[src/common/cache_types_pkg.sv]
package cache_types_pkg;

	// Cache geometry
	localparam int ADDR_W   = 32;
	localparam int LINE_W   = 256;
	localparam int OFFSET_W = 5;
	localparam int INDEX_W  = 3;
	localparam int NUM_SETS = 1 << INDEX_W;
	localparam int NUM_WAYS = 4;
	localparam int TAG_W    = ADDR_W - INDEX_W - OFFSET_W;

	// Byte address as seen on both the upper and the memory side
	typedef logic [ADDR_W-1:0] addr_t;

	// One whole cache line
	typedef logic [LINE_W-1:0] line_t;

	typedef logic [TAG_W-1:0] tag_t;

	typedef logic [INDEX_W-1:0] index_t;

	typedef logic [$clog2(NUM_WAYS)-1:0] way_idx_t;

	// One bit per way, used for one-hot load strobes
	typedef logic [NUM_WAYS-1:0] way_mask_t;

	// Tree state of one set
	// Bit 2 picks ways 0/1 or 2/3, bit 1 picks within 0/1, bit 0 within 2/3
	typedef logic [2:0] plru_t;

endpackage : cache_types_pkg

[src/common/cache_ctrl_pkg.sv]
package cache_ctrl_pkg;

	typedef enum logic [2:0] {
		idle,
		write_cache,
		read,
		read_valid,
		write_mem,
		resp
	} ctrl_state_t;

	// Status from the datapath, combinational from the address and the arrays
	typedef struct packed {
		logic                      hit;
		cache_types_pkg::way_idx_t hit_way;
		cache_types_pkg::way_idx_t victim;
		logic                      victim_dirty;
		logic [1:0]                spare;
	} dp_status_t;

	// Strobes and selects from the controller to the datapath
	typedef struct packed {
		cache_types_pkg::way_mask_t ld_line;
		logic                       fill_sel;   // 1 takes the line from pmem_rdata
		cache_types_pkg::way_mask_t ld_meta;
		cache_types_pkg::way_mask_t set_dirty;
		cache_types_pkg::way_mask_t clr_dirty;
		logic                       ld_lru;
		logic                       wb_sel;     // 1 points address and data at the victim
	} dp_ctrl_t;

endpackage : cache_ctrl_pkg

[src/l2_cache/l2_cache_control.sv]
`timescale 1ns/1ps

module l2_cache_control (
	input  logic                      clk,
	input  logic                      rst_n,
	input  logic                      mem_read,
	input  logic                      mem_write,
	input  logic                      pmem_resp,
	input  cache_ctrl_pkg::dp_status_t status,
	output cache_ctrl_pkg::dp_ctrl_t   ctrl,
	output logic                      pmem_read,
	output logic                      pmem_write,
	output logic                      mem_resp
);

	import cache_types_pkg::*;
	import cache_ctrl_pkg::*;

	ctrl_state_t state;
	ctrl_state_t next_state;

	way_mask_t hit_mask;
	way_mask_t victim_mask;

	assign hit_mask    = way_mask_t'(1'b1) << status.hit_way;
	assign victim_mask = way_mask_t'(1'b1) << status.victim;

	always_comb begin
		ctrl       = '0;
		pmem_read  = 1'b0;
		pmem_write = 1'b0;
		mem_resp   = 1'b0;

		case (state)
			write_cache: begin
				// Write hit stores the upper line in place and marks it dirty
				if (status.hit && mem_write) begin
					ctrl.ld_line   = hit_mask;
					ctrl.set_dirty = hit_mask;
					ctrl.ld_lru    = 1'b1;
				end
			end

			read: begin
				// A dirty victim is written back first, in write_mem
				if (!status.victim_dirty) begin
					pmem_read = 1'b1;
					if (pmem_resp) begin
						ctrl.ld_line  = victim_mask;
						ctrl.fill_sel = 1'b1;
						ctrl.ld_meta  = victim_mask;
					end
				end
			end

			write_mem: begin
				ctrl.wb_sel = 1'b1;
				pmem_write  = 1'b1;
				if (pmem_resp)
					ctrl.clr_dirty = victim_mask;
			end

			resp: begin
				mem_resp    = 1'b1;
				ctrl.ld_lru = 1'b1;
			end

			default: ;
		endcase
	end

	always_comb begin
		next_state = state;

		case (state)
			idle: begin
				if (mem_read || mem_write)
					next_state = write_cache;
			end

			write_cache: begin
				if (status.hit)
					next_state = resp;
				else
					next_state = read;
			end

			read: begin
				if (status.victim_dirty)
					next_state = write_mem;
				else if (pmem_resp) begin
					// A write miss goes back to idle and completes as a hit
					if (mem_read)
						next_state = read_valid;
					else
						next_state = idle;
				end
			end

			read_valid: begin
				next_state = resp;
			end

			write_mem: begin
				if (pmem_resp)
					next_state = read;
			end

			resp: begin
				next_state = idle;
			end

			default: begin
				next_state = idle;
			end
		endcase
	end

	always_ff @(posedge clk or negedge rst_n) begin
		if (!rst_n)
			state <= idle;
		else
			state <= next_state;
	end

	a_pmem_excl: assert property (
		@(posedge clk) disable iff (!rst_n)
		!(pmem_read && pmem_write)
	);

	// The response is a single pulse out of resp
	a_resp_pulse: assert property (
		@(posedge clk) disable iff (!rst_n)
		mem_resp |-> ((state == resp) ##1 !mem_resp)
	);

endmodule : l2_cache_control

[config.mk]
export PLATFORM = sky130hd
export DESIGN_NAME = l2_cache_control
export DESIGN_NICKNAME = d
export VERILOG_FILES = /design/src/common/cache_types_pkg.sv /design/src/common/cache_ctrl_pkg.sv /design/src/l2_cache/l2_cache_control.sv
export SDC_FILE = /design/constraint.sdc
export NUM_CORES = 1
export LEC_CHECK = 0
export BUFFER_PORTS_ARGS = -buffer_cell sky130_fd_sc_hd__buf_2
export CORE_AREA = 10 10 47 49
export CTS_BUF_LIST = sky130_fd_sc_hd__clkbuf_8
export CTS_CLUSTER_SIZE = 14
export DETAILED_ROUTE_END_ITERATION = 10
export DIE_AREA = 0 0 57 59
export PLACE_DENSITY_LB_ADDON = 0.12
export REMOVE_ABC_BUFFERS = 1
export SLEW_MARGIN = 10
export SYNTH_ARGS = -nofsm -noshare
export SYNTH_HDL_FRONTEND = slang
export SYNTH_SLANG_ARGS = --single-unit
[constraint.sdc]
create_clock -name clk -period 2.7 [get_ports clk]
set_clock_uncertainty 0.15 [all_clocks]
set_input_delay 0.81 -clock clk [delete_from_list [all_inputs] [get_ports clk]]
set_output_delay 0.81 -clock clk [all_outputs]
set_load 0.05 [all_outputs]
==> results.toml <==
[final_layout]
fin_cells = 113
drive_gt1_frac = 0.588
area_growth_syn_to_layout_pct = 76.7
largest-register = "state"
post-route-util = 0.562
fillers = 140
seqCellArea_um2 = 75.1
stdcell_area_um2 = 787
final_cell_mix = "buf_2, buf_4, nor2_1"
final_common_cell = "buf_2"
nets = 111
n_antenna_cell = 0
multiInputGateArea_um2 = 352
largest_register_ff_count = 3
reg_top3 = "state x3"

[placed_design]
place_inst = 106
post_dp_cell_area_um2 = 622
gp_congestion = 0.740
port_buffers = 32
pre_cts_ws_ps = -84.3
dp_hpwl_mm = 1.24

[power_and_ir_drop]
power_density_mw_per_mm2 = 867
power_mw = 0.682
swShare = 0.507
p_clk_frac = 0.186
p_comb_frac = 0.645
leakage_nw = 0.380
power.switching_mw = 0.346
pwr-share-seq = 0.169
p_int_mw = 0.336
vdd_drop_max_mv = 0.535

[worst_hold_path]
hold_path_class = "in -> async"

[clock_network]
cts-root-buf = "clkbuf_8"
clk_pin_slew_ps = 30
insertion_delay_ps = 220
cts_tree = "done"
cts_buffer_depth = 2
ctsHoldBuffers = 0
cts_num_sinks = 3
ctsHtreeMaxLevel = 1
cts_buffers = 3

[floorplan]
rows = 14
dieArea_mm2 = 0.00336
num_io_pins = 35
start_util = 0.318
die_x_um = 57
coreArea_mm2 = 0.00140
die_h_um = 59

[detailed_routing]
vias = 578
firstDrtPassIters = 2
dr.first_iter.drc_count = 2
wire_per_inst_um = 14.5
final_antenna_net_count = 0
vias_per_cell = 5.12
route.detailed.drc = 0
routed_wl_mm = 1.64

[run]
max_cap_violations = 0

[critical_path]
worstSetupEndpointType = "output port"
crit_required_ps = 1740
cp_max_fo = 4
regToRegStartpoint = "state[1]"
r2r_end = "state[1]"
startpoint = "status[2]"
critPathKind = "in -> out"
worstPathArrival_ps = 1800
startpoint_type = "primary input"
r2r_cells = 4
ff2ff_setup_slack_ps = 1150

[status]
status = "complete, but fails checks"
violations = "negative setup slack"

[sta]
drv_slew = 0
timing.hold.ws_ps = 232
relSlewSlack = 0.757
hold_viol_final = 0
layout_worst_path_cycle_share = 1.02
max_freq_mhz = 362
rsz0062_at_grt = "true"
fin_ws_ps = -62.1
setup_viol = 7
tns_ps = -231
fin_crit_ps = 2760
worst_pin_slew_ps = 360

[synthesis]
synthesis.instances = 57
synth_area_per_cell_um2 = 7.81
ys_warn_count = 0
ys_types = 32
syn_area_um2 = 445
ys_ff_latch = 3
yosysSeqAreaShare = 0.169

[grt]
overflow = 0
grt_max_degree = 11
grt_pass1_vias = 613
grt_pass1_wl_mm = 2.82
grt_usage = 0.0999
antenna_found_initial = 0
## synth_stat cells (all sizes together)
cell    count  area (um^2)
or3b        1         8.76
nor3        2         10.0
a21o        1         7.51
and4bb      1         16.3
nor4b       2         32.5
nand3       2         10.0
o32ai       2         17.5
nor3b       2         20.0
buf         4         41.3
dfrtp       3         75.1
and4        1         8.76
a21oi       1         5.00
nor4bb      1         10.0
o22ai       3         18.8
inv         4         15.0
a311o       1         10.0
o31ai       1         7.51
o21a        1         7.51
nor2       11         43.8
a211oi      1         12.5
nand2b      3         18.8
or2b        1         8.76
or2         1         6.26
o21ai       1         5.00
o21bai      1         7.51
nand2       5         21.3
## cells by family (layout without fill, tap and decap cells)
kind of cell	after synthesis	count (layout)	synth area share
buffers and inverters	8	47	0.126
AO/OA/AOI/OAI	13	13	0.222
flip-flops	3	3	0.169
AND/OR/NAND/NOR	33	34	0.483
## critical path, cell delays in order
cell and delay [ps]:
buf_8 100, nor4b_4 330, buf_4 200, nand2_8 70
nor2_2 120, buf_6 160
## area by class of cell
cell class / instances / area share
tap: 16 / 0.0254
timing repair buffer: 39 / 0.353
sequential: 3 / 0.0954
multi-input combinational: 47 / 0.447
clock buffer: 3 / 0.0525
inverter: 4 / 0.0223
clock inverter: 1 / 0.00477
## timing repair
item                                    CTS  global route
pin swaps                                 0             5
resized for setup                         9            23
buffers inserted                          1             2
cloned                                    1             0
endpoints found under the setup margin    8            10
## how the worst max path moves through the flow
stage | slack (ps) | endpoint
finish | -60 | ctrl[13]
global route | -120 | ctrl[13]
CTS | -30 | ctrl[17]
detailed placement | -80 | ctrl[17]
global placement | -100 | ctrl[16]
floorplan | -790 | ctrl[16]
## metal layers
layer	GRT usage	vias to the layer above	routed length, um
li1	-	291	-
met1	0.107	263	633
met2	0.167	24	835
met3	0.0579	0	175
met4	0.0201	0	0
met5	0	-	0
## power groups by stage
stage | clock [mW] | combinational, mW | sequential, mW
after detailed placement | 0 | 0.402 | 0.116
final | 0.127 | 0.440 | 0.115
after global placement | 0 | 0.400 | 0.117
after floorplan | 0 | 0.284 | 0.118
after CTS | 0.132 | 0.414 | 0.116
after global routing | 0.136 | 0.481 | 0.120
No activity file was read; power rests on OpenSTA's default activity.
